--- config.mk ---
export PLATFORM = sky130hd
export DESIGN_NAME = memory_stage_flat
export DESIGN_NICKNAME = d
export VERILOG_FILES = /design/src/verilog/cpu_pkg.sv /design/src/verilog/pipe_if.sv /design/src/verilog/memory_stage.sv /design/src/flat_wrapper.sv
export SDC_FILE = /design/constraint.sdc
export NUM_CORES = 2
export LEC_CHECK = 0
export ABC_AREA = 1
export BUFFER_PORTS_ARGS = -buffer_cell sky130_fd_sc_hd__buf_2
export CAP_MARGIN = 5
export CORE_MARGIN = 1
export CORE_UTILIZATION = 45
export CTS_BUF_LIST = sky130_fd_sc_hd__clkbuf_8
export DETAILED_ROUTE_END_ITERATION = 8
export GPL_ROUTABILITY_DRIVEN = 0
export RECOVER_POWER = 25
export SLEW_MARGIN = 20
export SYNTH_ARGS = -nofsm -noshare
export SYNTH_HDL_FRONTEND = slang
export SYNTH_SLANG_ARGS = --single-unit
--- constraint.sdc ---
create_clock -name clk -period 7.7 [get_ports clk]
set_input_delay 1.155 -clock clk [delete_from_list [all_inputs] [get_ports clk]]
set_output_delay 1.155 -clock clk [all_outputs]
set_load 0.02 [all_outputs]
--- src/verilog/cpu_pkg.sv ---
`default_nettype none

package cpu_pkg;

  localparam int num_regs  = 32;
  localparam int ram_words = 64;

  // instruction field positions
  localparam int opcode_msb = 31;
  localparam int opcode_lsb = 26;
  localparam int rs_lsb     = 21;
  localparam int rt_lsb     = 16;
  localparam int rd_lsb     = 11;
  localparam int imm_width  = 16;

  typedef logic [31:0] word_t;
  typedef logic [4:0] reg_idx_t;
  typedef logic [$clog2(ram_words)-1:0] ram_addr_t;
  typedef logic [imm_width-1:0] imm_t;

  typedef enum logic [5:0] {
    op_nop  = 6'd0,
    op_add  = 6'd1,
    op_sub  = 6'd2,
    op_and  = 6'd3,
    op_or   = 6'd4,
    op_addi = 6'd8,
    op_lw   = 6'd9,
    op_sw   = 6'd10
  } opcode_t;

  typedef enum logic [1:0] {alu_add, alu_sub, alu_and, alu_or} alu_op_t;

  typedef enum logic [1:0] {mem_none, mem_load, mem_store} mem_op_t;

  // operand source in execute
  typedef enum logic [1:0] {fwd_reg, fwd_mem, fwd_wb} fwd_sel_t;

endpackage

`default_nettype wire

--- src/verilog/pipe_if.sv ---
`timescale 1ns/1ps
`default_nettype none


// execute to memory, with the memory stage result coming back for forwarding
interface mem_bus import cpu_pkg::*; ();
  logic     valid;
  mem_op_t  mem_op;
  logic     reg_write;
  reg_idx_t dest;
  word_t    alu_result;
  word_t    store_data;
  word_t    mem_result;

  modport source (output valid, mem_op, reg_write, dest, alu_result, store_data,
                  input mem_result);
  modport sink (input valid, mem_op, reg_write, dest, alu_result, store_data,
                output mem_result);
endinterface

`default_nettype wire

--- src/verilog/memory_stage.sv ---
`timescale 1ns/1ps
`default_nettype none

module memory_stage import cpu_pkg::*; (
  input  logic     clk,
  input  logic     reset,
  mem_bus.sink     mem,
  output logic     wb_valid,
  output reg_idx_t wb_reg,
  output word_t    wb_data
);

  word_t     ram [ram_words];
  ram_addr_t addr;

  // word index wraps at the memory size
  assign addr = mem.alu_result[$bits(ram_addr_t)-1:0];

  always_ff @(posedge clk) begin
    if (mem.valid && mem.mem_op == mem_store) begin
      ram[addr] <= mem.store_data;
    end
  end

  // async read, also fed back to execute
  assign mem.mem_result = (mem.mem_op == mem_load) ? ram[addr] : mem.alu_result;

  ////////////////////////////////////////
  // mem/wb register

  always_ff @(posedge clk) begin
    if (reset) begin
      wb_valid <= 1'b0;
    end else begin
      wb_valid <= mem.valid && mem.reg_write && (mem.dest != '0);
    end
  end

  always_ff @(posedge clk) begin
    wb_reg  <= mem.dest;
    wb_data <= mem.mem_result;
  end

endmodule

`default_nettype wire

--- src/flat_wrapper.sv ---
// flat-port wrapper written by rule: the top's interface ports become plain ports
module memory_stage_flat import cpu_pkg::*;
  (clk, reset, wb_valid, wb_reg, wb_data, mem_valid, mem_mem_op, mem_reg_write, mem_dest, mem_alu_result, mem_store_data, mem_mem_result);
  mem_bus mem_i ();
  input  logic clk;
  input  logic reset;
  output logic wb_valid;
  output reg_idx_t wb_reg;
  output word_t wb_data;
  input wire logic [$bits(mem_i.valid)-1:0] mem_valid;
  input wire logic [$bits(mem_i.mem_op)-1:0] mem_mem_op;
  input wire logic [$bits(mem_i.reg_write)-1:0] mem_reg_write;
  input wire logic [$bits(mem_i.dest)-1:0] mem_dest;
  input wire logic [$bits(mem_i.alu_result)-1:0] mem_alu_result;
  input wire logic [$bits(mem_i.store_data)-1:0] mem_store_data;
  output wire logic [$bits(mem_i.mem_result)-1:0] mem_mem_result;
  assign mem_i.valid = mem_valid;
  assign mem_i.mem_op = mem_mem_op;
  assign mem_i.reg_write = mem_reg_write;
  assign mem_i.dest = mem_dest;
  assign mem_i.alu_result = mem_alu_result;
  assign mem_i.store_data = mem_store_data;
  assign mem_mem_result = mem_i.mem_result;
  memory_stage u_core (.clk(clk), .reset(reset), .mem(mem_i), .wb_valid(wb_valid), .wb_reg(wb_reg), .wb_data(wb_data));
endmodule
==> reports/results.tsv <==
stage	metric	value	unit
yosys	largest family of logic cells by synthesized area	simple AND/OR/NAND/NOR gates	
sta	crit path time final	5.77	ns
die	row count	161	
layout	FF+latch area	62300	sq um
clocking	htree depth	5	
detailed_routing	final antenna-violating net count	0	
power	Pleak	41.0	nW
worst_setup_path	Critical Path AT	4.62	ns
worst_setup_path	worst-case reg-to-reg path depth	12	
sta	# setup viols final	0	
worst_hold_path	Worst Hold Class	in -> reg	
worst_setup_path	FF-to-FF setup slack	5.33	ns
die	core area	193000	sq um
die	Die H	442	microns
layout	Cell Count, Final, Fillers Out	11580	
sta	Layout Skew	0.0649	ns
worst_setup_path	CP max FO	116	
yosys	Syn Nets	8642	
clocking	post-CTS setup buffer count	0	
run	max cap viols	24	
die	die area	196000	sq um
place	IO Port Bufs	144	
yosys	post-synthesis sequential area ratio	71.3	%
yosys	post-synthesis simple-gate area fraction	25.7	%
clocking	Sink Count	2086	
layout	Largest register FFs	2048	
clocking	hold buffers post-CTS	0	
die	Chip Width	442	microns
global_route	largest net degree at the start of global routing	193	
sta	Worst Tran Pin Value	4.05	ns
status	failing checks	capacitance limit, slew limit	
yosys	Netlist cell types	24	
worst_setup_path	worst r2r dst	u_core.wb_data[27]	
detailed_routing	vias after detailed routing	60037	
detailed_routing	Initial DRT Pass Iterations	9	
global_route	first-pass GRT wire length	372	mm
sta	Slew Limit Fails	1561	
clocking	worst skew pair latency	1.05	ns
place	worst slack at placement	2.02	ns
clocking	Worst-path clk slew	0.05	ns
global_route	vias in the first global route	57117	
status	status	finished, violations left	
yosys	Cells after Synth	8567	
clocking	CTS resizes	0	
worst_hold_path	Worst Hold Path EP	u_core.wb_reg[2]	
yosys	post-synthesis adder-cell area fraction	0	%
sta	Peak Freq	0.173	GHz
die	Initial Utilization	45.3	%
detailed_routing	per-cell routed wire length	22.0	microns
sta	final worst slack	1.93	ns
sta	setup TNS	0	ns
global_route	Total GRT Usage	25.6	%
place	post-DP HPWL	131	mm
worst_setup_path	Critical Path RT	6.55	ns
clocking	TritonCTS clock tree	built	
sta	unrepaired setup endpoints after global routing	false	
layout	P&R area growth vs syn	11.5	%
detailed_routing	routed wire length	255	mm
yosys	synth warn	0	
die	# IOs	145	
clocking	total CTS buffers	359	
yosys	Synth Register Bits	2086	
layout	Final nets	8882	
sta	final period utilization	75.0	%
layout	final core occ	50.5	%
power	Final Power	23.0	mW
layout	area of the multi-input gates	23100	sq um
detailed_routing	DR DRC count	0	
layout	Fill cells	17259	
clocking	Clk Tree Root Cell	clkbuf_8	
sta	final hold vios	0	
worst_hold_path	HP Start	mem_dest[2]	
place	Cell Count Post-Placement	10972	
global_route	initial antenna violation count	10	
yosys	Synth Area in XOR/XNOR	0	%
detailed_routing	Vias/cell	5.18	
global_route	total grt overflow	0	
sta	relative slew slack	-170	%
yosys	Compound-Gate Fraction of Synth Area	0.212	%
worst_setup_path	endpoint class of the critical path	output pin	
detailed_routing	drt first-iter violations	6794	
yosys	Syn Area/Cell	10.2	sq um
clocking	Clock Tree Buf Depth	4	
layout	layout cell share with drive strength beyond 1	8.79	%
yosys	multiplexer share of the synthesized area	0	%
worst_setup_path	Crit Path Class	in -> out	
worst_hold_path	WHS Path Cells	1	
power	peak supply drop	0.175	mV
yosys	Mapped Area	87300	sq um
worst_setup_path	CP Launch Type	primary input	
worst_setup_path	worst reg2reg startpoint	u_core.ram[43][27]	
power	PwrDens	236	nW/um^2
cells in the mapped netlist:
master,number,share of area [%]
o211ai_1,8,0.069
nor3_2,3,0.034
a21oi_1,13,0.075
nand2_1,5702,25
o21ai_0,9,0.052
buf_1,34,0.15
nand3b_1,1,0.0086
nand4_1,3,0.022
o21ai_1,3,0.017
inv_2,7,0.030
clkbuf_1,176,0.76
buf_6,16,0.21
buf_2,155,0.89
dfxtp_1,38,0.87
nor3_1,4,0.023
or2_2,28,0.20
inv_4,1,0.0072
or2_1,1,0.0072
nand3_1,37,0.21
nor2_1,150,0.65
buf_4,45,0.39
edfxtp_1,2048,70
clkinv_1,2,0.0086
inv_1,83,0.36
routing by layer:
layer  routed length (microns)  GRT usage [%]  vias to the layer above  share of wire [%]
met3                     21700           4.25                      347                8.5
met4                      8600           9.46                        0                3.4
met5                         0              0                        -                  0
met1                    108000           36.0                    29013                 42
met2                    117000           40.2                     2540                 46
li1                          -              -                    28137                  -
logic make-up after synthesis:
group	after synthesis
AO/OA/AOI/OAI	33
buffers and inverters	519
AND/OR/NAND/NOR	5929
flip-flops	2086
how the worst max path moves through the flow:
stage,start,end,slack (ns),cells after the start
finish,mem_alu_result[0],mem_mem_result[21],1.93,16
global route,mem_alu_result[0],mem_mem_result[23],1.81,16
CTS,mem_alu_result[0],mem_mem_result[21],2.02,16
detailed placement,mem_alu_result[0],mem_mem_result[21],2.02,16
global placement,mem_alu_result[0],mem_mem_result[21],2.03,16
floorplan,mem_alu_result[0],u_core.ram[40][0],3.17,7
placed cells by master, fill, tap and decap left out, drive strengths merged:
cell,count
nand2,5702
edfxtp,2048
clkbuf,406
buf,277
inv,211
nor2,150
clkinv,101
dfxtp,38
nand3,37
or2,29
a21oi,13
o21ai,12
o211ai,8
nor3,7
diode,5
clkinvlp,4
nand4,3
bufinv,2
nand3b,1
metrics by stage:
step | area [sq um] | hold WS, ns
after global routing | 97300 | 0.186
after floorplan | 87300 | 0.830
after detailed placement | 91200 | 0.969
final | 97300 | 0.235
after CTS | 97400 | 0.134
after global placement | 91000 | 0.962
critical path: stages:
cell     delay, ns
buf_8         0.38
inv_8         0.37
buf_12        0.42
nand2_1       0.10
nand2_1       0.06
nand2_1       0.05
nand2_1       0.07
nand2_1       0.05
nand2_1       0.09
nand2_1       0.06
nand2_1       0.24
nor2_1        0.67
nand3_1       0.29
nand2_1       0.13
inv_1         0.06
buf_2         0.16
area by class of cell:
class,instances,share of cell area (%)
Antenna cell,5,0.0129
Clock buffer,378,5.35
Inverter,93,0.391
Sequential cell,2086,64.0
Tap cell,2526,3.25
Timing Repair Buffer,305,2.26
Clock inverter,225,0.977
Multi-Input combinational cell,5962,23.8
power by group:
part / switching, mW / leakage, nW / internal (mW)
logic: 1.19 / 18.7 / 0.335
registers: 0.0126 / 18.7 / 12.5
clock network: 4.38 / 3.60 / 4.55
total: 5.58 / 41.0 / 17.4
No activity file was read; power rests on OpenSTA's default activity.
