`config.mk`:
```
export PLATFORM = sky130hd
export DESIGN_NAME = execute_stage_flat
export DESIGN_NICKNAME = d
export VERILOG_FILES = /design/src/verilog/cpu_pkg.sv /design/src/verilog/pipe_if.sv /design/src/verilog/execute_stage.sv /design/src/flat_wrapper.sv
export SDC_FILE = /design/constraint.sdc
export NUM_CORES = 1
export LEC_CHECK = 0
export ABC_CLOCK_PERIOD_IN_PS = 8900
export BUFFER_PORTS_ARGS = -buffer_cell sky130_fd_sc_hd__buf_2
export CORE_ASPECT_RATIO = 1.2
export CORE_MARGIN = 8
export CORE_UTILIZATION = 39
export CTS_BUF_LIST = sky130_fd_sc_hd__clkbuf_4 sky130_fd_sc_hd__clkbuf_8 sky130_fd_sc_hd__clkbuf_16
export DETAILED_ROUTE_END_ITERATION = 8
export PLACE_DENSITY_LB_ADDON = 0.1
export SLEW_MARGIN = 20
export SYNTH_ARGS = -nofsm -noshare
export SYNTH_HDL_FRONTEND = slang
export SYNTH_SLANG_ARGS = --single-unit
```
`constraint.sdc`:
```
create_clock -name clk -period 8.9 [get_ports clk]
set_input_delay 0.445 -clock clk [delete_from_list [all_inputs] [get_ports clk]]
set_output_delay 0.445 -clock clk [all_outputs]
set_load 0.05 [all_outputs]
```
`src/verilog/cpu_pkg.sv`:
```
`default_nettype none

package cpu_pkg;

  localparam int num_regs  = 32;
  localparam int ram_words = 64;

  // instruction field positions
  localparam int opcode_msb = 31;
  localparam int opcode_lsb = 26;
  localparam int rs_lsb     = 21;
  localparam int rt_lsb     = 16;
  localparam int rd_lsb     = 11;
  localparam int imm_width  = 16;

  typedef logic [31:0] word_t;
  typedef logic [4:0] reg_idx_t;
  typedef logic [$clog2(ram_words)-1:0] ram_addr_t;
  typedef logic [imm_width-1:0] imm_t;

  typedef enum logic [5:0] {
    op_nop  = 6'd0,
    op_add  = 6'd1,
    op_sub  = 6'd2,
    op_and  = 6'd3,
    op_or   = 6'd4,
    op_addi = 6'd8,
    op_lw   = 6'd9,
    op_sw   = 6'd10
  } opcode_t;

  typedef enum logic [1:0] {alu_add, alu_sub, alu_and, alu_or} alu_op_t;

  typedef enum logic [1:0] {mem_none, mem_load, mem_store} mem_op_t;

  // operand source in execute
  typedef enum logic [1:0] {fwd_reg, fwd_mem, fwd_wb} fwd_sel_t;

endpackage

`default_nettype wire

```
`src/verilog/pipe_if.sv`:
```
`timescale 1ns/1ps
`default_nettype none

// decode to execute
interface ex_bus import cpu_pkg::*; ();
  logic     valid;
  alu_op_t  alu_op;
  mem_op_t  mem_op;
  logic     reg_write;
  logic     use_imm;
  reg_idx_t rs;
  reg_idx_t rt;
  reg_idx_t dest;
  word_t    read_a;
  word_t    read_b;
  imm_t     imm;

  modport source (output valid, alu_op, mem_op, reg_write, use_imm, rs, rt, dest,
                  read_a, read_b, imm);
  modport sink (input valid, alu_op, mem_op, reg_write, use_imm, rs, rt, dest,
                read_a, read_b, imm);
endinterface

// execute to memory, with the memory stage result coming back for forwarding
interface mem_bus import cpu_pkg::*; ();
  logic     valid;
  mem_op_t  mem_op;
  logic     reg_write;
  reg_idx_t dest;
  word_t    alu_result;
  word_t    store_data;
  word_t    mem_result;

  modport source (output valid, mem_op, reg_write, dest, alu_result, store_data,
                  input mem_result);
  modport sink (input valid, mem_op, reg_write, dest, alu_result, store_data,
                output mem_result);
endinterface

`default_nettype wire

```
`src/verilog/execute_stage.sv`:
```
`timescale 1ns/1ps
`default_nettype none

module execute_stage import cpu_pkg::*; (
  input  logic     clk,
  input  logic     reset,
  input  logic     wb_valid,
  input  reg_idx_t wb_reg,
  input  word_t    wb_data,
  ex_bus.sink      ex,
  mem_bus.source   mem
);

  logic     mem_fwd_ok;
  logic     wb_fwd_ok;
  fwd_sel_t fwd_a;
  fwd_sel_t fwd_b;
  word_t    opnd_a;
  word_t    opnd_b;
  word_t    alu_in_b;
  word_t    alu_result;

  // the memory stage holds the younger result, so it wins
  function automatic fwd_sel_t select_fwd(input reg_idx_t src);
    if (mem_fwd_ok && mem.dest == src) begin
      return fwd_mem;
    end else if (wb_fwd_ok && wb_reg == src) begin
      return fwd_wb;
    end
    return fwd_reg;
  endfunction

  function automatic word_t pick_operand(input fwd_sel_t sel, input word_t reg_value);
    case (sel)
      fwd_mem: return mem.mem_result;
      fwd_wb:  return wb_data;
      default: return reg_value;
    endcase
  endfunction

  assign mem_fwd_ok = mem.valid && mem.reg_write && (mem.dest != '0);
  assign wb_fwd_ok  = wb_valid && (wb_reg != '0);

  always_comb begin
    fwd_a  = select_fwd(ex.rs);
    fwd_b  = select_fwd(ex.rt);
    opnd_a = pick_operand(fwd_a, ex.read_a);
    opnd_b = pick_operand(fwd_b, ex.read_b);
  end

  // immediate is zero extended
  assign alu_in_b = ex.use_imm ? {{($bits(word_t) - imm_width){1'b0}}, ex.imm} : opnd_b;

  always_comb begin
    case (ex.alu_op)
      alu_sub: alu_result = opnd_a - alu_in_b;
      alu_and: alu_result = opnd_a & alu_in_b;
      alu_or:  alu_result = opnd_a | alu_in_b;
      default: alu_result = opnd_a + alu_in_b;
    endcase
  end

  ////////////////////////////////////////
  // ex/mem register

  always_ff @(posedge clk) begin
    if (reset) begin
      mem.valid <= 1'b0;
    end else begin
      mem.valid <= ex.valid;
    end
  end

  always_ff @(posedge clk) begin
    mem.mem_op     <= ex.mem_op;
    mem.reg_write  <= ex.reg_write;
    mem.dest       <= ex.dest;
    mem.alu_result <= alu_result;
    mem.store_data <= opnd_b;
  end

endmodule

`default_nettype wire

```
`src/flat_wrapper.sv`:
```
// flat-port wrapper written by rule: the top's interface ports become plain ports
module execute_stage_flat import cpu_pkg::*;
  (clk, reset, wb_valid, wb_reg, wb_data, ex_valid, ex_alu_op, ex_mem_op, ex_reg_write, ex_use_imm, ex_rs, ex_rt, ex_dest, ex_read_a, ex_read_b, ex_imm, mem_valid, mem_mem_op, mem_reg_write, mem_dest, mem_alu_result, mem_store_data, mem_mem_result);
  ex_bus ex_i ();
  mem_bus mem_i ();
  input  logic clk;
  input  logic reset;
  input  logic wb_valid;
  input  reg_idx_t wb_reg;
  input  word_t wb_data;
  input wire logic [$bits(ex_i.valid)-1:0] ex_valid;
  input wire logic [$bits(ex_i.alu_op)-1:0] ex_alu_op;
  input wire logic [$bits(ex_i.mem_op)-1:0] ex_mem_op;
  input wire logic [$bits(ex_i.reg_write)-1:0] ex_reg_write;
  input wire logic [$bits(ex_i.use_imm)-1:0] ex_use_imm;
  input wire logic [$bits(ex_i.rs)-1:0] ex_rs;
  input wire logic [$bits(ex_i.rt)-1:0] ex_rt;
  input wire logic [$bits(ex_i.dest)-1:0] ex_dest;
  input wire logic [$bits(ex_i.read_a)-1:0] ex_read_a;
  input wire logic [$bits(ex_i.read_b)-1:0] ex_read_b;
  input wire logic [$bits(ex_i.imm)-1:0] ex_imm;
  output wire logic [$bits(mem_i.valid)-1:0] mem_valid;
  output wire logic [$bits(mem_i.mem_op)-1:0] mem_mem_op;
  output wire logic [$bits(mem_i.reg_write)-1:0] mem_reg_write;
  output wire logic [$bits(mem_i.dest)-1:0] mem_dest;
  output wire logic [$bits(mem_i.alu_result)-1:0] mem_alu_result;
  output wire logic [$bits(mem_i.store_data)-1:0] mem_store_data;
  input wire logic [$bits(mem_i.mem_result)-1:0] mem_mem_result;
  assign ex_i.valid = ex_valid;
  assign ex_i.alu_op = ex_alu_op;
  assign ex_i.mem_op = ex_mem_op;
  assign ex_i.reg_write = ex_reg_write;
  assign ex_i.use_imm = ex_use_imm;
  assign ex_i.rs = ex_rs;
  assign ex_i.rt = ex_rt;
  assign ex_i.dest = ex_dest;
  assign ex_i.read_a = ex_read_a;
  assign ex_i.read_b = ex_read_b;
  assign ex_i.imm = ex_imm;
  assign mem_valid = mem_i.valid;
  assign mem_mem_op = mem_i.mem_op;
  assign mem_reg_write = mem_i.reg_write;
  assign mem_dest = mem_i.dest;
  assign mem_alu_result = mem_i.alu_result;
  assign mem_store_data = mem_i.store_data;
  assign mem_i.mem_result = mem_mem_result;
  execute_stage u_core (.clk(clk), .reset(reset), .wb_valid(wb_valid), .wb_reg(wb_reg), .wb_data(wb_data), .ex(ex_i), .mem(mem_i));
endmodule
```
==> reports/metrics.csv <==
metric,value,unit
die width,136,µm
gr ovfl total,0,
Max VDD drop,88.3,µV
sequential share of the synthesized area,21.8,%
critical path's largest stage delay,950,ps
simple-gate share of the synthesized area,21.3,%
Synth-to-Final Area Change,25.1,%
worst skew pair latency,350,ps
post-synthesis mux area share,7.63,%
Hold Startpoint,ex_dest[3],
unrepaired setup endpoints after global routing,false,
drt first pass iters,5,
Slew HR,35.7,%
layout cell share with drive strength beyond 1,27.0,%
Gate power share,45.5,%
CP required,9180,ps
worst endpoint data arrival time,7020,ps
"most common cell after layout, fill and taps aside",buf_2,
fmax,148,MHz
startpoint types,register,
clock sink total,73,
"most used cell, CP",ha_1,
clock skew,9.58,ps
Port Buffer Count,246,
Post-Synth Adder-Cell Area,10.9,%
Tcrit/Tclk final,75.8,%
Hold Path Class,in2reg,
number of synthesized flops with an enable pin,0,
number of global-route vias before repair,7548,
Pleak,3.80,nW
Resize count post-CTS,0,
WL/cell,20.8,µm
Clk network pwr share,27.6,%
reg2reg setup slack,2160,ps
Max Fanout on Critical Path,24,
Max Cap Violations,0,
Iteration-0 DRC Markers,571,
main combinational cell family by area after synthesis,compound AO/OA/AOI/OAI gates,
layout net count,1318,
Clock Tree Root,clkbuf_16,
final WL,27.6,mm
Critical Path Start,u_core.mem.dest[4],
Slew @ Worst Pin,964,ps
# IOs,247,
Fillers,1770,
# rows,52,
Clock Tree Buf Depth,2,
R2R Path End,u_core.mem.alu_result[31],
Core Footprint,16900,µm²
Setup Buffers After CTS,0,
compound-cell area share of the yosys netlist,24.1,%
Vias/cell,5.63,
sequential group share of total power,26.9,%
post-synthesis cell count,895,
P_int,0.000836,W
Die H,160,µm
net switching power,0.000598,W
post-DP HPWL,22.4,mm
Initial Util,39.8,%
syn_nets,1105,
yosys warns,0,
Synth Area in XOR/XNOR,9.79,%
"CTS clk-pin slew, worst paths",60,ps
ys flop type,dfxtp_1,
hold path cells,1,
GRT Total Usage,25.1,%
CTS buffer count,9,
dpl cells,1313,
DIE AREA,21700,µm²
Final Hold Viols,0,
final setup vio count,0,
DRC,0,
Final Non-Filler Cells,1329,
Synth cell types,73,
Max Slew Vio Count,0,
Crit. End Element,register,
Worst R2R Path Depth,23,
Reg2Reg Launch Point,u_core.mem.dest[4],
ys async rst share,0,%
cell chain of the critical path,xor2_1 > or4_1 > or3_1 > o31ai_2 > o21ai_0 > inv_1 > ha_1 > o311a_1 > a32o_1 > nand4b_1 > o41ai_1 > xnor2_1 > ha_1 > and4_1 > and2_1 > a211o_1 > o211a_1 > o31ai_1 > nor4_1 > nor3_1 > nand2b_1 > o22ai_1 > nor3_2,
P per Cell Area,171,nW/µm²
"commonest cells after routing, fill and taps aside","buf_2, nand2_1, o21ai_0, dfxtp_1, nor2_1",
Worst Hold Path EP,u_core.mem.dest[3],
CTS tree,done,
pin count of the biggest net entering global routing,69,
# hold bufs at CTS,0,
Switching Share,41.7,%
Top delay family on crit path,simple AND/OR/NAND/NOR gates,
Tmin final,6740,ps
worst path bufs/invs,1,
slowest CP cell,or4_1,
# diodes,0,
first-pass GRT wire length,42.6,mm
"Avg Cell Area, Syn",7.50,µm²
outcome,completed,
H-tree Lvls,3,
Yosys reg bits,73,
final setup TNS,0,ps
Via Count,7485,
initial antenna violation count,1,
kind of critical path,reg2reg,
DRT antenna net count,0,
GPL Wtd Cong,0.937,
synthesized area,6710,µm²
==> final cells by class <==
class,count,area [µm²],area share [%]
inverters,19,71.3,0.850
repair buffers,257,1310,15.7
clock buffers,14,282,3.35
clock inverters,2,35.0,0.417
well taps,216,270,3.22
multi-input cells,748,4960,59.1
flip-flops and latches,73,1460,17.4
==> per-stage QoR <==
step / hold slack [ps] / cell area (µm²) / power, W / setup slack, ps / util (%)
2_1_floorplan: 473 / 6710 / 0.000860 / 2610 / -
3_3_place_gp: 547 / 8080 / 0.00104 / 2090 / 47.9
3_5_place_dp: 550 / 8080 / 0.00104 / 1930 / 47.9
4_1_cts: 180 / 8390 / 0.00144 / 2220 / 49.8
5_1_grt: 180 / 8390 / 0.00151 / 1710 / 49.8
6_report: 191 / 8390 / 0.00143 / 2160 / 49.8
==> registers in the layout, indices dropped and copies added (netlist names) <==
signal and flops:
u_core.mem.dest 5, u_core.mem.alu_result 32, u_core.mem.reg_write 1, u_core.mem.store_data 32, u_core.mem.valid 1, u_core.mem.mem_op 2
==> power groups by stage <==
stage	clock, W	combinational (W)	sequential, W
after floorplan	0	0.000303	0.000557
after global placement	0	0.000648	0.000393
after detailed placement	0	0.000648	0.000393
after CTS	0.000407	0.000650	0.000386
after global routing	0.000422	0.000702	0.000390
final	0.000396	0.000652	0.000386
==> worst max-delay path by stage <==
stage	depth (start not counted)	slack, ps	end
after floorplan	28	2610	u_core.mem.alu_result[30]
after global placement	24	2090	u_core.mem.alu_result[31]
after detailed placement	24	1930	u_core.mem.alu_result[31]
after CTS	23	2220	u_core.mem.alu_result[31]
after global routing	21	1710	u_core.mem.alu_result[31]
final	23	2160	u_core.mem.alu_result[31]
==> synthesized netlist by cell type, types with 3 or more instances <==
library cell,instances,area [µm²]
o31ai_1,16,120
buf_2,10,50.1
maj3_1,27,270
nor2_1,60,225
nor3_1,23,115
o21ai_0,97,485
a31o_2,3,26.3
and2_1,6,37.5
inv_1,18,67.6
a31oi_1,44,275
a21oi_1,42,210
clkbuf_1,36,135
nor4_1,6,37.5
or4_1,7,52.6
ha_1,35,438
mux2_2,5,56.3
nand3_1,36,180
nor2b_1,6,37.5
dfxtp_1,73,1460
nand2_1,104,390
xor2_1,22,193
or3_1,10,62.6
and3_1,3,18.8
a311oi_1,3,26.3
a21o_1,6,45.0
buf_1,6,22.5
nand2b_1,11,68.8
or2_2,4,25.0
o21a_1,5,37.5
nand4_1,4,25.0
mux2i_1,44,440
o21ai_1,8,40.0
a211oi_1,8,60.1
xnor2_1,53,464
==> cell families (layout without fill, tap and decap cells) <==
kind of cell	count (synthesis)	after routing
AND/OR/NAND/NOR	296	296
AO/OA/AOI/OAI	264	264
XOR/XNOR	75	75
buffers and inverters	74	292
flip-flops	73	73
adder cells (fa/ha/maj)	63	63
multiplexers	50	50
==> per-layer routing <==
layer / global-route usage (%) / share of wire, % / vias up
li1: - / - / 3683
met1: 29.8 / 40 / 3425
met2: 39.7 / 46 / 319
met3: 9.64 / 10 / 56
met4: 9.86 / 3.4 / 2
met5: 0 / 0.029 / -
==> worst reg2reg max path, cell delays in order (launching register included) <==
cell      delay, ps
dfxtp_1         360
xor2_1          180
or4_1           950
or3_1           500
o31ai_2         100
o21ai_0         170
inv_1           130
ha_1            200
o311a_1         170
a32o_1          190
nand4b_1        250
o41ai_1         480
xnor2_1         170
ha_1            290
and4_1          250
and2_1          180
a211o_1         270
o211a_1         240
o31ai_1         610
nor4_1          130
nor3_1          440
nand2b_1        180
o22ai_1          90
nor3_2          170
Note: power is estimated with default switching activity, not from simulation.
