**src/verilog/cpu_pkg.sv**
```systemverilog
`default_nettype none

package cpu_pkg;

  localparam int num_regs  = 32;
  localparam int ram_words = 64;

  // instruction field positions
  localparam int opcode_msb = 31;
  localparam int opcode_lsb = 26;
  localparam int rs_lsb     = 21;
  localparam int rt_lsb     = 16;
  localparam int rd_lsb     = 11;
  localparam int imm_width  = 16;

  typedef logic [31:0] word_t;
  typedef logic [4:0] reg_idx_t;
  typedef logic [$clog2(ram_words)-1:0] ram_addr_t;
  typedef logic [imm_width-1:0] imm_t;

  typedef enum logic [5:0] {
    op_nop  = 6'd0,
    op_add  = 6'd1,
    op_sub  = 6'd2,
    op_and  = 6'd3,
    op_or   = 6'd4,
    op_addi = 6'd8,
    op_lw   = 6'd9,
    op_sw   = 6'd10
  } opcode_t;

  typedef enum logic [1:0] {alu_add, alu_sub, alu_and, alu_or} alu_op_t;

  typedef enum logic [1:0] {mem_none, mem_load, mem_store} mem_op_t;

  // operand source in execute
  typedef enum logic [1:0] {fwd_reg, fwd_mem, fwd_wb} fwd_sel_t;

endpackage

`default_nettype wire

```
**src/verilog/pipe_if.sv**
```systemverilog
`timescale 1ns/1ps
`default_nettype none

// decode to execute
interface ex_bus import cpu_pkg::*; ();
  logic     valid;
  alu_op_t  alu_op;
  mem_op_t  mem_op;
  logic     reg_write;
  logic     use_imm;
  reg_idx_t rs;
  reg_idx_t rt;
  reg_idx_t dest;
  word_t    read_a;
  word_t    read_b;
  imm_t     imm;

  modport source (output valid, alu_op, mem_op, reg_write, use_imm, rs, rt, dest,
                  read_a, read_b, imm);
  modport sink (input valid, alu_op, mem_op, reg_write, use_imm, rs, rt, dest,
                read_a, read_b, imm);
endinterface


`default_nettype wire

```
**src/verilog/decode_stage.sv**
```systemverilog
`timescale 1ns/1ps
`default_nettype none

module decode_stage import cpu_pkg::*; (
  input  logic     clk,
  input  logic     reset,
  input  logic     inst_valid,
  input  word_t    inst,
  input  logic     wb_valid,
  input  reg_idx_t wb_reg,
  input  word_t    wb_data,
  ex_bus.source    ex
);

  logic     ir_valid;
  word_t    ir_inst;
  opcode_t  opcode;
  reg_idx_t rs;
  reg_idx_t rt;
  reg_idx_t rd;
  imm_t     imm;
  alu_op_t  alu_op;
  mem_op_t  mem_op;
  logic     reg_write;
  logic     use_imm;
  reg_idx_t dest;
  word_t    read_a;
  word_t    read_b;

  ////////////////////////////////////////
  // instruction register

  always_ff @(posedge clk) begin
    if (reset) begin
      ir_valid <= 1'b0;
    end else begin
      ir_valid <= inst_valid;
    end
  end

  always_ff @(posedge clk) begin
    ir_inst <= inst;
  end

  assign opcode = opcode_t'(ir_inst[opcode_msb:opcode_lsb]);
  assign rs     = ir_inst[rs_lsb +: $bits(reg_idx_t)];
  assign rt     = ir_inst[rt_lsb +: $bits(reg_idx_t)];
  assign rd     = ir_inst[rd_lsb +: $bits(reg_idx_t)];
  assign imm    = ir_inst[imm_width-1:0];

  ////////////////////////////////////////
  // control decode

  always_comb begin
    alu_op    = alu_add;
    mem_op    = mem_none;
    reg_write = 1'b0;
    use_imm   = 1'b0;
    dest      = rd;
    case (opcode)
      op_add: reg_write = 1'b1;
      op_sub: begin
        alu_op    = alu_sub;
        reg_write = 1'b1;
      end
      op_and: begin
        alu_op    = alu_and;
        reg_write = 1'b1;
      end
      op_or: begin
        alu_op    = alu_or;
        reg_write = 1'b1;
      end
      op_addi: begin
        reg_write = 1'b1;
        use_imm   = 1'b1;
        dest      = rt;
      end
      op_lw: begin
        mem_op    = mem_load;
        reg_write = 1'b1;
        use_imm   = 1'b1;
        dest      = rt;
      end
      op_sw: begin
        mem_op  = mem_store;
        use_imm = 1'b1;
      end
      // nop and anything undefined
      default: ;
    endcase
  end

  register_file u_register_file (
    .clk         (clk),
    .reset       (reset),
    .read_addr_a (rs),
    .read_addr_b (rt),
    .write_en    (wb_valid),
    .write_addr  (wb_reg),
    .write_data  (wb_data),
    .read_a      (read_a),
    .read_b      (read_b)
  );

  ////////////////////////////////////////
  // id/ex register

  always_ff @(posedge clk) begin
    if (reset) begin
      ex.valid <= 1'b0;
    end else begin
      ex.valid <= ir_valid;
    end
  end

  always_ff @(posedge clk) begin
    ex.alu_op    <= alu_op;
    ex.mem_op    <= mem_op;
    ex.reg_write <= reg_write;
    ex.use_imm   <= use_imm;
    ex.rs        <= rs;
    ex.rt        <= rt;
    ex.dest      <= dest;
    ex.read_a    <= read_a;
    ex.read_b    <= read_b;
    ex.imm       <= imm;
  end

endmodule

`default_nettype wire

```
**src/verilog/register_file.sv**
```systemverilog
`timescale 1ns/1ps
`default_nettype none

module register_file import cpu_pkg::*; (
  input  logic     clk,
  input  logic     reset,
  input  reg_idx_t read_addr_a,
  input  reg_idx_t read_addr_b,
  input  logic     write_en,
  input  reg_idx_t write_addr,
  input  word_t    write_data,
  output word_t    read_a,
  output word_t    read_b
);

  word_t regs [num_regs];
  logic  write_ok;

  // register 0 is never written, so it stays zero from reset
  assign write_ok = write_en && (write_addr != '0);

  always_ff @(posedge clk) begin
    if (reset) begin
      for (int i = 0; i < num_regs; i++) begin
        regs[i] <= '0;
      end
    end else if (write_ok) begin
      regs[write_addr] <= write_data;
    end
  end

  // same-cycle write shows through
  assign read_a = (write_ok && write_addr == read_addr_a) ? write_data : regs[read_addr_a];
  assign read_b = (write_ok && write_addr == read_addr_b) ? write_data : regs[read_addr_b];

endmodule

`default_nettype wire

```
**src/flat_wrapper.sv**
```systemverilog
// flat-port wrapper written by rule: the top's interface ports become plain ports
module decode_stage_flat import cpu_pkg::*;
  (clk, reset, inst_valid, inst, wb_valid, wb_reg, wb_data, ex_valid, ex_alu_op, ex_mem_op, ex_reg_write, ex_use_imm, ex_rs, ex_rt, ex_dest, ex_read_a, ex_read_b, ex_imm);
  ex_bus ex_i ();
  input  logic clk;
  input  logic reset;
  input  logic inst_valid;
  input  word_t inst;
  input  logic wb_valid;
  input  reg_idx_t wb_reg;
  input  word_t wb_data;
  output wire logic [$bits(ex_i.valid)-1:0] ex_valid;
  output wire logic [$bits(ex_i.alu_op)-1:0] ex_alu_op;
  output wire logic [$bits(ex_i.mem_op)-1:0] ex_mem_op;
  output wire logic [$bits(ex_i.reg_write)-1:0] ex_reg_write;
  output wire logic [$bits(ex_i.use_imm)-1:0] ex_use_imm;
  output wire logic [$bits(ex_i.rs)-1:0] ex_rs;
  output wire logic [$bits(ex_i.rt)-1:0] ex_rt;
  output wire logic [$bits(ex_i.dest)-1:0] ex_dest;
  output wire logic [$bits(ex_i.read_a)-1:0] ex_read_a;
  output wire logic [$bits(ex_i.read_b)-1:0] ex_read_b;
  output wire logic [$bits(ex_i.imm)-1:0] ex_imm;
  assign ex_valid = ex_i.valid;
  assign ex_alu_op = ex_i.alu_op;
  assign ex_mem_op = ex_i.mem_op;
  assign ex_reg_write = ex_i.reg_write;
  assign ex_use_imm = ex_i.use_imm;
  assign ex_rs = ex_i.rs;
  assign ex_rt = ex_i.rt;
  assign ex_dest = ex_i.dest;
  assign ex_read_a = ex_i.read_a;
  assign ex_read_b = ex_i.read_b;
  assign ex_imm = ex_i.imm;
  decode_stage u_core (.clk(clk), .reset(reset), .inst_valid(inst_valid), .inst(inst), .wb_valid(wb_valid), .wb_reg(wb_reg), .wb_data(wb_data), .ex(ex_i));
endmodule
```
**config.mk**
```make
export PLATFORM = sky130hd
export DESIGN_NAME = decode_stage_flat
export DESIGN_NICKNAME = d
export VERILOG_FILES = /design/src/verilog/cpu_pkg.sv /design/src/verilog/pipe_if.sv /design/src/verilog/decode_stage.sv /design/src/verilog/register_file.sv /design/src/flat_wrapper.sv
export SDC_FILE = /design/constraint.sdc
export NUM_CORES = 2
export LEC_CHECK = 0
export BUFFER_PORTS_ARGS = -buffer_cell sky130_fd_sc_hd__clkbuf_2
export CAP_MARGIN = 20
export CORE_UTILIZATION = 60
export DETAILED_ROUTE_END_ITERATION = 8
export PLACE_DENSITY = 0.81
export SLEW_MARGIN = 5
export SYNTH_ARGS = -nofsm -noshare
export SYNTH_HDL_FRONTEND = slang
export SYNTH_SLANG_ARGS = --single-unit
```
**constraint.sdc**
```tcl
create_clock -name clk -period 7.2 [get_ports clk]
set_input_delay 1.44 -clock clk [delete_from_list [all_inputs] [get_ports clk]]
set_output_delay 1.44 -clock clk [all_outputs]
set_load 0.01 [all_outputs]
```
==> impl_results.md <==
- Final setup viols: 0
- Routed len/inst: 34.03 um
- Largest net degree at the start of global routing: 89
- Clk Latency, worst-skew pair: 0.71 ns
- Max IR drop VDD: 0.2054 mV
- Postcts setup bufs: 0
- Worst path required time: 7.54 ns
- Top cell type's share of synthesized area: 54.05%
- Mapped Area: 0.05689 mm^2
- Ys flop type: edfxtp_1
- Slew margin rel.: 20.11%
- Die height: 309.9 um
- Beginning of the critical path: reset
- Worst hold path class: register to register
- Final Skew: 0.01874 ns
- Placed inst area: 0.05833 mm^2
- Synth area leader: edfxtp_1
- Clk pin slew, worst setup/hold paths: 0.06 ns
- Hold path depth: 0
- Routed Antenna Nets: 0
- Worst path buffer plus inverter count: 3
- Asr flop ratio synth: 0%
- Hold Path Origin: u_core.ir_inst[3]
- DIE AREA: 0.09606 mm^2
- Tcrit/Tclk final: 59.88%
- Crit path top cell by count: buf_4
- GPL Wtd Cong: 0.9280
- Post-Route WL: 171,000 um
- Synth Area in Compound Gates: 3.440%
- Max Cap Viol: 0
- Mean Syn Cell Area: 15.62 um^2
- Final-report hold violation count: 0
- Initial DRC count: 6,148
- Drt first pass iters: 7
- NumNets Final: 3,741
- Core Region: 0.09361 mm^2
- Cells after synthesis: 3,643
- Crit path time final: 4.312 ns
- Synth Area in XOR/XNOR: 0.1693%
- Slowest CP cell: or2_2
- Fillers: 6,204
- CTS root buf: clkbuf_16
- Area growth, synth to finish: 9.173%
- Setup TNS: 0 ns
- Clock Sinks: 1,159
- Sequential share of the synthesized area: 58.80%
- Non-Filler Cell Area, Final: 0.06211 mm^2
- #FFs+latches synth: 1,159
- Post-synthesis mux area share: 20.49%
- Maximum root-to-sink buffer count: 3
- Top-Level Pins: 175
- Critical Path Source Type: input port
- CTS buffer count: 116
- Initial antenna violation count: 29
- Total Routing Usage GR: 35.91%
- Largest family of logic cells by synthesized area: multiplexers
- Top post-synthesis cells by area: edfxtp_1 (54%), mux4_2 (20%), and2_1 (11%)
- Post-Synth Simple-Gate Area: 13.44%
- Crit end category: register
- Initial core utilization: 60.78%
- Total number of vias: 35,907
- PwrDens: 250.0 mW/mm^2
- Final Max Tran Viols: 0
- Post-synth EDFFs: 1,024
- First-pass GRT wire length: 243,100 um
- GRT overflow: 0
- R2R cell count: 5
- Max Clk Rate: 231.9 MHz
- LEAKAGE: 21.41 nW
- Max Fanout on Critical Path: 34
- Htree depth: 3
- Vias in the first global route: 35,521
- Worst EP arrival: 4.65 ns
- Worst-Margin Slew: 1.195 ns
- RSZ-0062 raised after global routing: no
- Reg2reg start: u_core.ir_inst[17]
- Layout cells sized above 1: 26.89%
- Post-CTS Resized: 0
- Synth Area in Adders: 0%
- Row count: 112
- Hold-fix buffers, CTS: 0
- CP cell instances: buf_2 -> nor2b_1 -> nand3b_1 -> nor2_4 -> buf_4 -> or2_2 -> buf_4
- CTS tree: done
- Critical path's top delay family: simple AND/OR/NAND/NOR gates
- Final Total Pwr: 15.53 mW
- Die Span X: 309.9 um
- Port bufs: 174
- DRC: 0
- Detailed Place HPWL: 102,400 um
- Avg Vias per Cell: 7.147
- Synth Warn #: 0
- Status: completed
- Crit path kind: input port to register
- Max incr delay on CP: 0.71 ns
- Post-synthesis cell type count: 47
- Stages on the worst setup path: 7
==> cells in the final DEF, fill, tap and decap left out, drive strengths merged, types with 2 or more instances in the layout <==
| cell | instances |
|---|---|
| a21oi | 2 |
| nor2b | 4 |
| inv | 4 |
| clkbuf | 334 |
| edfxtp | 1024 |
| nand3b | 14 |
| xor2 | 4 |
| bufinv | 7 |
| nor4 | 3 |
| or2 | 31 |
| clkinvlp | 2 |
| nand3 | 7 |
| or3 | 3 |
| mux4 | 510 |
| and2 | 993 |
| buf | 91 |
| o21ai | 63 |
| dfxtp | 135 |
| or3b | 5 |
| clkinv | 36 |
| diode | 10 |
| nor2 | 40 |
| or4 | 64 |
| o22ai | 252 |
| conb | 32 |
| mux2i | 5 |
| xnor2 | 7 |
| nand2 | 69 |
| mux2 | 6 |
| nor3 | 2 |
| nor3b | 2 |
==> flip-flops by register name (all words and copies together) (netlist names), 2 cells and up <==
register	count
u_core.ex.read_a	32
u_core.ex.rs	5
u_core.ex.read_b	32
u_core.ex.mem_op	2
u_core.ir_inst	32
u_core.ex.dest	5
u_core.ex.alu_op	2
u_core.ex.imm	16
u_core.ex.rt	5
u_core.u_register_file.regs	1024
==> through the flow <==
step	cells	hold slack [ns]	setup slack [ns]	util [%]
floorplan	3674	0.3096	3.751	-
global placement	4799	0.3096	2.415	62.26
detailed placement	4801	0.3121	2.374	62.32
CTS	5011	0.3265	3.060	66.25
global route	5016	0.3361	2.865	66.33
finish	5024	0.3250	2.888	66.35
==> per-layer routing <==
layer | vias to the layer above | track usage (%) | wire length (um)
met3 | 659 | 11.26 | 26030
met2 | 3171 | 54.77 | 78810
li1 | 14087 | - | -
met4 | 30 | 19.05 | 9593
met1 | 17960 | 46.51 | 56350
met5 | - | 0 | 183
==> where the power goes <==
group | switching, mW | internal [mW] | total, mW
Combinational | 0.925 | 0.685 | 1.61
Clock | 2.56 | 3.39 | 5.95
Sequential | 0.239 | 7.72 | 7.96
==> worst reg2reg max path, stage by stage (launching register included) <==
cell	delay (ns)
dfxtp_4	0.71
buf_4	0.92
mux4_2	0.47
o22ai_1	0.13
or4_1	0.57
o21ai_1	0.57
==> final cells by class <==
class / count / area [um^2] / share of cell area, %
Tap cell: 1254 / 1569 / 2.526
Clock buffer: 161 / 3264 / 5.256
Clock inverter: 49 / 420.4 / 0.6769
Timing Repair Buffer: 264 / 1699 / 2.736
Sequential cell: 1159 / 33470 / 53.88
Multi-Input combinational cell: 2127 / 21670 / 34.88
Antenna cell: 10 / 25.02 / 0.04029
==> kinds of logic (layout without fill, tap and decap cells) <==
| group | Yosys count | count (layout) |
|---|---|---|
| other | 1 | 42 |
| multiplexers | 521 | 521 |
| flip-flops | 1159 | 1159 |
| XOR/XNOR | 11 | 11 |
| AND/OR/NAND/NOR | 1241 | 1241 |
| buffers and inverters | 388 | 474 |
| AO/OA/AOI/OAI | 322 | 322 |
==> synthesized netlist by cell type, types with 2 or more instances <==
| library cell | count |
|---|---|
| or4_1 | 64 |
| nand3_1 | 7 |
| xnor2_1 | 7 |
| buf_8 | 3 |
| or3_1 | 2 |
| buf_2 | 98 |
| buf_6 | 38 |
| nor2b_1 | 4 |
| xor2_1 | 4 |
| nor3_1 | 2 |
| buf_4 | 7 |
| buf_1 | 3 |
| or2_2 | 31 |
| clkbuf_1 | 226 |
| nor2_1 | 33 |
| o22ai_1 | 252 |
| edfxtp_1 | 1024 |
| clkbuf_4 | 3 |
| mux4_1 | 14 |
| mux4_2 | 496 |
| o21ai_1 | 63 |
| or3b_2 | 5 |
| nand2_1 | 69 |
| nor3b_1 | 2 |
| buf_12 | 9 |
| dfxtp_1 | 135 |
| a21oi_1 | 2 |
| mux2i_1 | 5 |
| mux2_2 | 6 |
| and2_1 | 993 |
| nor4_1 | 2 |
| nand3b_1 | 14 |
| nor2_2 | 6 |
==> final timing paths <==
check / end / slack [ns]
setup / recovery: u_core.u_register_file.regs[25][28] / 2.89
hold / removal: u_core.ex.imm[3] / 0.32
setup reg to reg: u_core.ex.read_b[0] / 3.66
hold reg to reg: u_core.ex.imm[3] / 0.32
Power figures use the tool's default switching activity.
